--- config.mk ---
export PLATFORM = sky130hd
export DESIGN_NAME = mcd212
export DESIGN_NICKNAME = d
export VERILOG_FILES = /design/src/source/mcd212_pkg.sv /design/src/source/memory_map_decoder.sv /design/src/source/clut_palette.sv /design/src/source/mcd212.sv
export SDC_FILE = /design/constraint.sdc
export NUM_CORES = 2
export LEC_CHECK = 0
export ABC_AREA = 0
export BUFFER_PORTS_ARGS = -buffer_cell sky130_fd_sc_hd__buf_2
export CAP_MARGIN = 20
export CORE_ASPECT_RATIO = 2
export CORE_UTILIZATION = 37
export DETAILED_ROUTE_END_ITERATION = 6
export PLACE_DENSITY_LB_ADDON = 0.12
export SLEW_MARGIN = 0
export SYNTH_ARGS = -nofsm -noshare
export SYNTH_HDL_FRONTEND = slang
export SYNTH_MEMORY_MAX_BITS = 65536
export SYNTH_SLANG_ARGS = --single-unit
--- constraint.sdc ---
create_clock -name clk -period 4.1 [get_ports clk]
set_clock_uncertainty 0.15 [all_clocks]
set_input_delay 0.82 -clock clk [delete_from_list [all_inputs] [get_ports clk]]
set_output_delay 0.82 -clock clk [all_outputs]
set_load 0.01 [all_outputs]
--- src/source/mcd212_pkg.sv ---
//********************
// MCD212 address map, register addresses, widths
// and the shared bus, SDRAM and register types
//********************
`default_nettype none

package mcd212_pkg;

    // CPU byte address width
    localparam int CPU_ADDR_W = 23;

    // Memory map of the CPU side, byte addresses
    localparam logic [CPU_ADDR_W-1:0] RAM_TOP    = 23'h3fffff;
    localparam logic [CPU_ADDR_W-1:0] ROM_BASE   = 23'h400000;
    localparam logic [CPU_ADDR_W-1:0] ROM_TOP    = 23'h4ffbff;
    localparam logic [CPU_ADDR_W-1:0] SYSIO_BASE = 23'h4ffc00;
    localparam logic [CPU_ADDR_W-1:0] SYSIO_TOP  = 23'h4fffdf;
    localparam logic [CPU_ADDR_W-1:0] CH2_BASE   = 23'h4fffe0;
    localparam logic [CPU_ADDR_W-1:0] CH2_TOP    = 23'h4fffef;
    localparam logic [CPU_ADDR_W-1:0] CH1_BASE   = 23'h4ffff0;
    localparam logic [CPU_ADDR_W-1:0] CH1_TOP    = 23'h4fffff;

    // Low address byte of the channel 1 status register
    localparam logic [7:0] CH1_STATUS_OFFSET = 8'hf0;

    // Upper strobe accesses that go to ROM after reset
    localparam int BOOT_ROM_CYCLES = 11;

    // Display register addresses
    localparam logic [6:0] CLUT_LAST_ADR = 7'h3f;
    localparam logic [6:0] CLUT_BANK_ADR = 7'h43;

    localparam int COLOUR_W = 6;
    localparam int PIXEL_W  = 8;

    // CPU request, held until acknowledged
    typedef struct packed {
        logic [22:1] addr;
        logic [15:0] din;
        logic        uds;
        logic        lds;
        logic        write_strobe;
        logic        cs;
    } cpu_bus_req_t;

    // Request towards the external SDRAM controller
    typedef struct packed {
        logic [24:0] addr;
        logic        rd;
        logic        wr;
        logic        word;
        logic [15:0] din;
    } sdram_req_t;

    typedef struct packed {
        logic [COLOUR_W-1:0] r;
        logic [COLOUR_W-1:0] g;
        logic [COLOUR_W-1:0] b;
    } clut_entry_t;

    // Colour as carried in a register word, upper 6 bits of each byte
    typedef struct packed {
        logic [7:0] r;
        logic [7:0] g;
        logic [7:0] b;
    } register_colour_t;

    typedef union packed {
        register_colour_t colour_view;
        logic [23:0]      raw;
    } register_word_u;

    // One-cycle display register write, as produced by the ICA
    typedef struct packed {
        logic           write;
        logic [6:0]     adr;
        register_word_u data;
    } display_reg_write_t;

endpackage

`default_nettype wire

--- src/source/memory_map_decoder.sv ---
//********************
// CPU memory map decoder with boot ROM window,
// SDRAM request, read data and bus acknowledge
//********************
`timescale 1ns/10ps
`default_nettype none

module memory_map_decoder (
    input  wire                       clk,
    input  wire                       reset,
    input  mcd212_pkg::cpu_bus_req_t  cpu,
    input  wire                       vblank,
    input  wire [15:0]                sdram_dout,
    input  wire                       sdram_busy,
    output mcd212_pkg::sdram_req_t    sdram,
    output logic [15:0]               cpu_dout,
    output logic                      cpu_bus_ack,
    output logic                      csrom
);

    logic [mcd212_pkg::CPU_ADDR_W-1:0] cpu_addressb;
    logic [3:0]  boot_cnt;
    logic        boot_window;
    logic        cs_ram;
    logic        cs_rom;
    logic        cs_channel1;
    logic [19:1] ram_address;
    logic        ram_access;
    logic        ram_access_q;

    // Byte address as seen by the map
    assign cpu_addressb = {cpu.addr, 1'b0};

    // After reset the first upper strobe accesses are swapped to ROM
    // so the CPU fetches its reset vectors from there
    assign boot_window = boot_cnt < 4'(mcd212_pkg::BOOT_ROM_CYCLES);

    always_ff @(posedge clk) begin
        if (reset) begin
            boot_cnt <= '0;
        end else if (cpu.cs && cpu.uds && boot_window) begin
            boot_cnt <= boot_cnt + 4'd1;
        end
    end

    // Chip selects
    assign cs_ram = cpu.cs && !boot_window && (cpu_addressb <= mcd212_pkg::RAM_TOP);

    assign cs_rom = cpu.cs
                    && (cpu_addressb >= mcd212_pkg::ROM_BASE)
                    && (cpu_addressb <= mcd212_pkg::ROM_TOP);

    assign cs_channel1 = cpu.cs
                         && (cpu_addressb >= mcd212_pkg::CH1_BASE)
                         && (cpu_addressb <= mcd212_pkg::CH1_TOP);

    assign csrom = cpu.cs && (cs_rom || boot_window);

    // Bank select on bit 18 comes first, then bit 21 above the row/column bits
    assign ram_address = {cpu.addr[18], cpu.addr[21], cpu.addr[17:1]};

    always_comb begin
        sdram.addr = {5'b0, ram_address, 1'b0};
        // Odd byte only
        sdram.addr[0] = cpu.lds && !cpu.uds;
        sdram.word    = cpu.lds && cpu.uds;
        sdram.rd      = cs_ram && !cpu.write_strobe;
        sdram.wr      = cs_ram && cpu.write_strobe;
        sdram.din     = cpu.din;
    end

    // First cycle of a RAM access
    // The SDRAM controller holds the rest of the access with busy
    assign ram_access = cs_ram && (cpu.uds || cpu.lds) && !ram_access_q;

    // Set while a RAM access waits for its acknowledge
    always_ff @(posedge clk) begin
        if (reset) begin
            ram_access_q <= 1'b0;
        end else begin
            ram_access_q <= cs_ram && (cpu.uds || cpu.lds) && !cpu_bus_ack;
        end
    end

    assign cpu_bus_ack = !(ram_access || sdram_busy);

    // Read data
    always_comb begin
        cpu_dout = 16'h0;
        if (cs_ram) begin
            cpu_dout = sdram_dout;
        end else if (cs_channel1) begin
            if (!cpu.write_strobe
                && cpu_addressb[7:0] == mcd212_pkg::CH1_STATUS_OFFSET) begin
                // Display active in bit 7 and parity as zero
                cpu_dout = {8'h0, !vblank, 7'b0};
            end
        end
    end

endmodule

`default_nettype wire

--- src/source/clut_palette.sv ---
//********************
// CLUT bank register, colour table
// and the registered pixel to RGB stage
//********************
`timescale 1ns/10ps
`default_nettype none

module clut_palette (
    input  wire                                 clk,
    input  wire                                 reset,
    input  mcd212_pkg::display_reg_write_t      reg_write,
    input  wire [mcd212_pkg::PIXEL_W-1:0]       pixel,
    input  wire                                 pixel_valid,
    input  wire                                 new_line,
    output logic [7:0]                          r,
    output logic [7:0]                          g,
    output logic [7:0]                          b
);

    localparam int PAD_W = 8 - mcd212_pkg::COLOUR_W;

    mcd212_pkg::clut_entry_t clut [256];
    mcd212_pkg::clut_entry_t clut_wdata;
    mcd212_pkg::clut_entry_t clut_out;

    logic [1:0]                     clut_bank;
    logic [mcd212_pkg::PIXEL_W-1:0] clut_wadr;
    logic                           clut_we;
    logic [mcd212_pkg::PIXEL_W-1:0] pixel_hold;

    // Bank register
    always_ff @(posedge clk) begin
        if (reset) begin
            clut_bank <= 2'b00;
        end else if (reg_write.write && reg_write.adr == mcd212_pkg::CLUT_BANK_ADR) begin
            clut_bank <= reg_write.data.raw[1:0];
        end
    end

    // Registers 0 to 63 write a colour into the selected bank
    assign clut_we   = reg_write.write && (reg_write.adr <= mcd212_pkg::CLUT_LAST_ADR);
    assign clut_wadr = {clut_bank, reg_write.adr[5:0]};

    always_comb begin
        clut_wdata.r = reg_write.data.colour_view.r[7 -: mcd212_pkg::COLOUR_W];
        clut_wdata.g = reg_write.data.colour_view.g[7 -: mcd212_pkg::COLOUR_W];
        clut_wdata.b = reg_write.data.colour_view.b[7 -: mcd212_pkg::COLOUR_W];
    end

    always_ff @(posedge clk) begin
        if (clut_we) begin
            clut[clut_wadr] <= clut_wdata;
        end
    end

    // Current pixel, back to index 0 at the start of every line
    always_ff @(posedge clk) begin
        if (reset) begin
            pixel_hold <= '0;
        end else if (new_line) begin
            pixel_hold <= '0;
        end else if (pixel_valid) begin
            pixel_hold <= pixel;
        end
    end

    // Look-up is registered, so colour follows the hold register by one clock
    always_ff @(posedge clk) begin
        if (reset) begin
            clut_out <= '0;
        end else begin
            clut_out <= clut[pixel_hold];
        end
    end

    assign r = {clut_out.r, {PAD_W{1'b0}}};
    assign g = {clut_out.g, {PAD_W{1'b0}}};
    assign b = {clut_out.b, {PAD_W{1'b0}}};

endmodule

`default_nettype wire

--- src/source/mcd212.sv ---
//********************
// MCD212 top level, CPU side decoder
// and palette stage
//********************
`timescale 1ns/10ps
`default_nettype none

module mcd212 (
    input  wire                                 clk,
    input  wire                                 reset,

    // CPU bus
    input  mcd212_pkg::cpu_bus_req_t            cpu,
    output logic [15:0]                         cpu_dout,
    output logic                                cpu_bus_ack,
    output logic                                csrom,

    // From video timing
    input  wire                                 vblank,

    // SDRAM controller
    output mcd212_pkg::sdram_req_t              sdram,
    input  wire [15:0]                          sdram_dout,
    input  wire                                 sdram_busy,

    // Display register writes and pixel stream
    input  mcd212_pkg::display_reg_write_t      reg_write,
    input  wire [mcd212_pkg::PIXEL_W-1:0]       pixel,
    input  wire                                 pixel_valid,
    input  wire                                 new_line,

    output logic [7:0]                          r,
    output logic [7:0]                          g,
    output logic [7:0]                          b
);

    memory_map_decoder memory_map_decoder_inst (
        .clk         (clk),
        .reset       (reset),
        .cpu         (cpu),
        .vblank      (vblank),
        .sdram_dout  (sdram_dout),
        .sdram_busy  (sdram_busy),
        .sdram       (sdram),
        .cpu_dout    (cpu_dout),
        .cpu_bus_ack (cpu_bus_ack),
        .csrom       (csrom)
    );

    clut_palette clut_palette_inst (
        .clk         (clk),
        .reset       (reset),
        .reg_write   (reg_write),
        .pixel       (pixel),
        .pixel_valid (pixel_valid),
        .new_line    (new_line),
        .r           (r),
        .g           (g),
        .b           (b)
    );

endmodule

`default_nettype wire

After elaboration in Yosys (flattened, before gate mapping)
Memories as Yosys holds them, arrays and structs flattened. A register that Yosys moved wholly into a read port is not among the register bits.
Index checks and enable logic that the tools add are counted.
{ "totals": {"input_bits": 104, "regBits": 15, "ram_bits": 4608, "elab_cells": 49, "mem_count": 1, "output_inout_bits": 86} }
{ "op_classes": {"addsub": 1, "n_eq_ne": 2, "n_mux": 5, "n_reduce_logical": 29, "n_lt_le_gt_ge": 7} }
{ "mem_list": {"columns": ["name", "depth", "width", "read_ports", "rd_ports_with_merged_regs", "write_ports", "line", "rtl"], "rows": [
  ["clut_palette_inst.clut", 256, 18, 1, 1, 1, "clut_palette.sv:22", "mcd212_pkg::clut_entry_t clut [256];"]
]} }
{ "op_table": {"columns": ["op", "n"], "rows": [
  ["23-bit greater-or-equal comparator (second input constant)", 2],
  ["23-bit <= comparator (second input constant)", 2],
  ["16-bit 2-to-1 mux", 2],
  ["23-bit by 22-bit <= comparator with 1-bit output (second input constant)", 1],
  ["1-bit logical AND", 19],
  ["7-bit == test (second input constant)", 2],
  ["8-bit 2-to-1 mux", 1],
  ["7-bit by 6-bit <= comparator with 1-bit output (second input constant)", 1],
  ["1-bit zero test", 6],
  ["4-bit by 1-bit adder with 4-bit output (second input constant)", 1],
  ["4-bit < comparator (second input constant)", 1],
  ["1-bit logical OR", 3],
  ["1-bit 2-to-1 mux", 2],
  ["2-bit OR reduction", 1]
]} }

Logic depth before layout (Yosys ltp)
{ "logic_depth": {"word_depth": 8, "depth_mapped": 13, "ltp_nobuf": 7} }

Modules after synthesis
A second synthesis with hierarchy kept.
{ "hier_totals": {"cells_unflattened": 8362, "hier_area_um2": 180002.6} }
{ "modules_own_cells": {"columns": ["mod", "n_inst", "area_per_inst_um2", "cells_each", "seq_area_each_um2"], "rows": [
  ["clut_palette", 1, 179239.4, 8259, 138933.2],
  ["memory_map_decoder", 1, 763.2, 103, 100.1]
]} }

Worst setup path after synthesis
Ideal clock, no wire load.
{ "synth_timing": {"kind": "in2reg", "start": "in reg_write[30] in the netlist's numbering", "end": "mem clut_palette_inst.clut[221][0] in the netlist's numbering (enable)", "stages": 5, "required_ps": 3557, "path_buffers": 1, "setup_ps": 393, "arrival_ps": 2622, "slack_ps": 935, "cell_sequence": "nand2b_1 > nor3b_1 > nand3_1 > clkbuf_1 > nor2_1"} }
{ "synth_between": {"elab_chain_len": 4} }
{ "synth_lines": {"columns": ["element", "line", "rtl"], "rows": [
  ["start, declared", "mcd212.sv:27", "input mcd212_pkg::display_reg_write_t reg_write,"],
  ["7-bit by 6-bit <= comparator with 1-bit output", "clut_palette.sv:41", "assign clut_we = reg_write.write && (reg_write.adr <= mcd212_pkg::CLUT_LAST_ADR);"],
  ["1-bit logical AND", "clut_palette.sv:41", null],
  ["1-bit 2-to-1 mux", "clut_palette.sv:51", "if (clut_we) begin"],
  ["1-bit 2-to-1 mux (implied by the code)", "clut_palette.sv:52", "clut[clut_wadr] <= clut_wdata;"],
  ["end, declared", "clut_palette.sv:22", null]
]} }
Every way passes these cells.

==> flow_summary.json <==
{
  "nFillCells": 41870,
  "synth.avg_cell_area_um2": 21.70,
  "yosysSeqAreaShare": 0.7764,
  "final_nets": 9270,
  "wire_per_inst_um": 35.63,
  "worstSetupStartpointType": "flip-flop",
  "die-area_mm2": 0.4869,
  "layout_commonest_cell": "edfxtp_1",
  "totalWireLength_um": 565300,
  "grt_max_degree": 113,
  "drt_pre_antenna_iters": 7,
  "final_hold_viol_count": 0,
  "numCtsBuffers": 409,
  "whs_endpoint": "clut_palette_inst.pixel_hold[1]",
  "most-common-layout-cells": "edfxtp_1, mux4_2, buf_4",
  "clock_sinks": 4641,
  "critPathRequiredTime_ns": 4.87,
  "p_per_area_mw_per_mm2": 458.5,
  "initial_core_util": 0.3712,
  "cp-end-kind": "flip-flop",
  "worst_path_max_delay_cell": "nand3_1",
  "ioPinCount": 190,
  "place_congestion": 0.8769,
  "core-area_mm2": 0.4824,
  "rsz0062_at_grt": "no",
  "rows": 361,
  "hold_depth": 3,
  "period_share": 0.9594,
  "netlist_area_mm2": 0.1791,
  "final_util": 0.4271,
  "drt-initial-drc-count": 7718,
  "netlist_instances": 8253,
  "drc": 8,
  "clk-insertion-delay-late_ns": 1.00,
  "async_reset_ff_frac": 0,
  "clk_path_buf_depth": 4,
  "worstReg2RegEnd": "clut_palette_inst.g[3]",
  "first_global_vias": 92960,
  "yosys_most_used_dff": "edfxtp_1",
  "setup_violations": 0,
  "drv_cap": 0,
  "crit_arrival_ns": 4.70,
  "htree_levels": 5,
  "synth_edf_count": 4608,
  "vdd_drop_max_mv": 0.3504,
  "cp_max_fo": 23,
  "slew_violations": 0,
  "die_w_um": 493.9,
  "path_cells": "inv_2, buf_12, nand3_1, buf_4, nor3_1, nor3_1, buf_4, nand4_1, o21bai_1",
  "max-slew-margin-rel": 0.1489,
  "crit_path_max_incr_delay_ns": 0.63,
  "yosys_warnings": 0,
  "cts_tree": "built",
  "clockRootBuffer": "clkbuf_16",
  "status": "finished with violations",
  "hpwlAfterDp_um": 374700,
  "hp-start": "pixel[1]",
  "worstSetupPathType": "reg2reg",
  "syn2layout_area_growth_pct": 15.07,
  "ys_ff_latch": 4641,
  "final.setup.tns_ns": 0,
  "hold_path_class": "in2reg",
  "num_vias": 88250,
  "layout-drive-gt1-share": 0.2980,
  "antenna_found_initial": 33,
  "r2r_cells": 9,
  "groute.usage.overall": 0.2308,
  "synth_cell_types": 74,
  "fin_crit_ns": 3.933,
  "die_h_um": 985.8,
  "numPortBuffers": 142,
  "postRouteAntennaNets": 0,
  "ff2ff_setup_slack_ns": 0.17,
  "violations": "design-rule violations",
  "power.leakage_nw": 62.34,
  "timing.rr.start": "clut_palette_inst.pixel_hold[3]",
  "grt_pass1_wl_um": 773900,
  "grt_overflow": 0,
  "viasPerCell": 5.563,
  "worst_pin_slew_ns": 1.272,
  "cts.clk_slew.worst_paths_ns": 0.07,
  "max_freq_mhz": 254.2
}
-- where the power goes --
| group | internal [mW] | switching [mW] | total [mW] |
|---|---|---|---|
| clock | 20.8 | 17.6 | 38.4 |
| sequential | 52.2 | 0.0603 | 52.2 |
| combinational | 1.21 | 2.62 | 3.83 |
| total | 74.2 | 20.3 | 94.5 |
-- what timing repair did --
action | in CTS | in global routing
endpoints found under the setup margin | 2 | 0
hold endpoints to repair | 6 | 0
hold buffers | 6 | 0
setup buffers | 1 | 0
resized for setup | 1 | 0
-- per-layer routing --
layer	routed length, um	vias to the layer above	track usage
li1	-	36630	-
met1	195000	48220	0.2500
met2	310600	2619	0.4344
met3	23180	766	0.02395
met4	36490	12	0.1305
met5	76	-	0
-- cells in the mapped netlist (6+ instances only) --
master	number	area [um^2]
nor2_1	324	1216
nor2b_1	19	118.9
o32a_1	7	70.07
mux2i_1	572	5725
nor4_1	18	112.6
edfxtp_1	4608	138400
o2111ai_1	8	70.07
a311oi_1	6	52.55
or4_1	8	60.06
dfxtp_1	33	660.6
a221oi_1	25	219.0
a22o_1	8	70.07
buf_6	64	720.7
o22a_1	8	70.07
a21oi_1	114	570.6
and4_1	7	61.31
clkbuf_1	151	566.8
nand2b_1	6	37.54
a41o_1	7	70.07
o22ai_1	172	1076
buf_2	113	565.5
buf_1	24	90.09
buf_8	24	360.4
o21a_1	9	67.56
a32oi_1	8	70.07
o21ai_0	83	415.4
and2_1	25	156.4
a211oi_1	45	337.8
o221ai_1	182	1594
nor3_1	121	605.6
buf_4	119	893.4
mux4_2	941	21190
nand3_1	79	395.4
o221ai_2	10	150.1
nand4_1	13	81.33
mux4_1	6	157.7
o31ai_1	7	52.55
buf_12	24	480.5
a22oi_1	72	540.5
nand2_1	129	484.2
-- worst max-delay path by stage --
stage / start / cells after the start / endpoint / slack [ns]
detailed placement: clut_palette_inst.pixel_hold[0] / 9 / clut_palette_inst.b[6] / -0.27
floorplan: reg_write[30] / 5 / clut_palette_inst.clut[221][0] / 0.94
global route: clut_palette_inst.pixel_hold[0] / 11 / clut_palette_inst.b[6] / 0.07
finish: clut_palette_inst.pixel_hold[3] / 9 / clut_palette_inst.g[3] / 0.17
global placement: clut_palette_inst.pixel_hold[0] / 9 / clut_palette_inst.b[6] / -0.24
CTS: clut_palette_inst.pixel_hold[0] / 9 / clut_palette_inst.b[6] / 0.02
-- state kept, by name, indices dropped and copies added (netlist names) --
name	count
clut_palette_inst.clut	4608
clut_palette_inst.pixel_hold	8
clut_palette_inst.b	6
clut_palette_inst.g	6
clut_palette_inst.r	6
memory_map_decoder_inst.boot_cnt	4
clut_palette_inst.clut_bank	2
memory_map_decoder_inst.ram_access_q	1
-- critical path: cells and delay by family (launching register included) --
kind / cells / cell delay [ns]
simple gates: 4 / 1.51
flops: 1 / 0.62
buf+inv: 4 / 1.29
compound gates: 1 / 0.21
-- final cells by class --
| class | instances | area [um^2] | share of cell area |
|---|---|---|---|
| Sequential cell | 4641 | 139100 | 0.6749 |
| Multi-Input combinational cell | 3099 | 37160 | 0.1803 |
| Clock buffer | 490 | 10730 | 0.05207 |
| Timing Repair Buffer | 1010 | 8869 | 0.04304 |
| Tap cell | 6352 | 7948 | 0.03857 |
| Clock inverter | 254 | 2231 | 0.01083 |
| Antenna cell | 14 | 35.03 | 0.0001700 |
| Inverter | 4 | 27.53 | 0.0001336 |
-- metrics by stage --
| step | setup slack, ns | instances | hold slack (ns) | power, mW | area [um^2] |
|---|---|---|---|---|---|
| final | 0.1665 | 15860 | 0.08126 | 94.48 | 206000 |
| after global routing | 0.07382 | 15860 | 0.07373 | 96.97 | 206000 |
| after CTS | 0.01924 | 15850 | 0.01905 | 95.42 | 206000 |
| after detailed placement | -0.2745 | 15100 | 0.3138 | 57.14 | 193000 |
| after global placement | -0.2352 | 15100 | 0.3148 | 57.06 | 192900 |
| after floorplan | 0.9353 | 8263 | 0.2838 | 54.78 | 179100 |
-- cell families (layout without fill, tap and decap cells) --
logic type      Yosys count  after routing  synth area share
xor+xnor                  2              2        0.00009784
other cells               1             25        0.00002094
simple gates            770            770           0.01957
buf+inv                 523           1758           0.02062
flops                  4641           4641            0.7764
mux                    1521           1521            0.1513
compound gates          794            794           0.03184
fa+ha+maj                 1              1        0.00006986
Power figures use the tool's default switching activity.
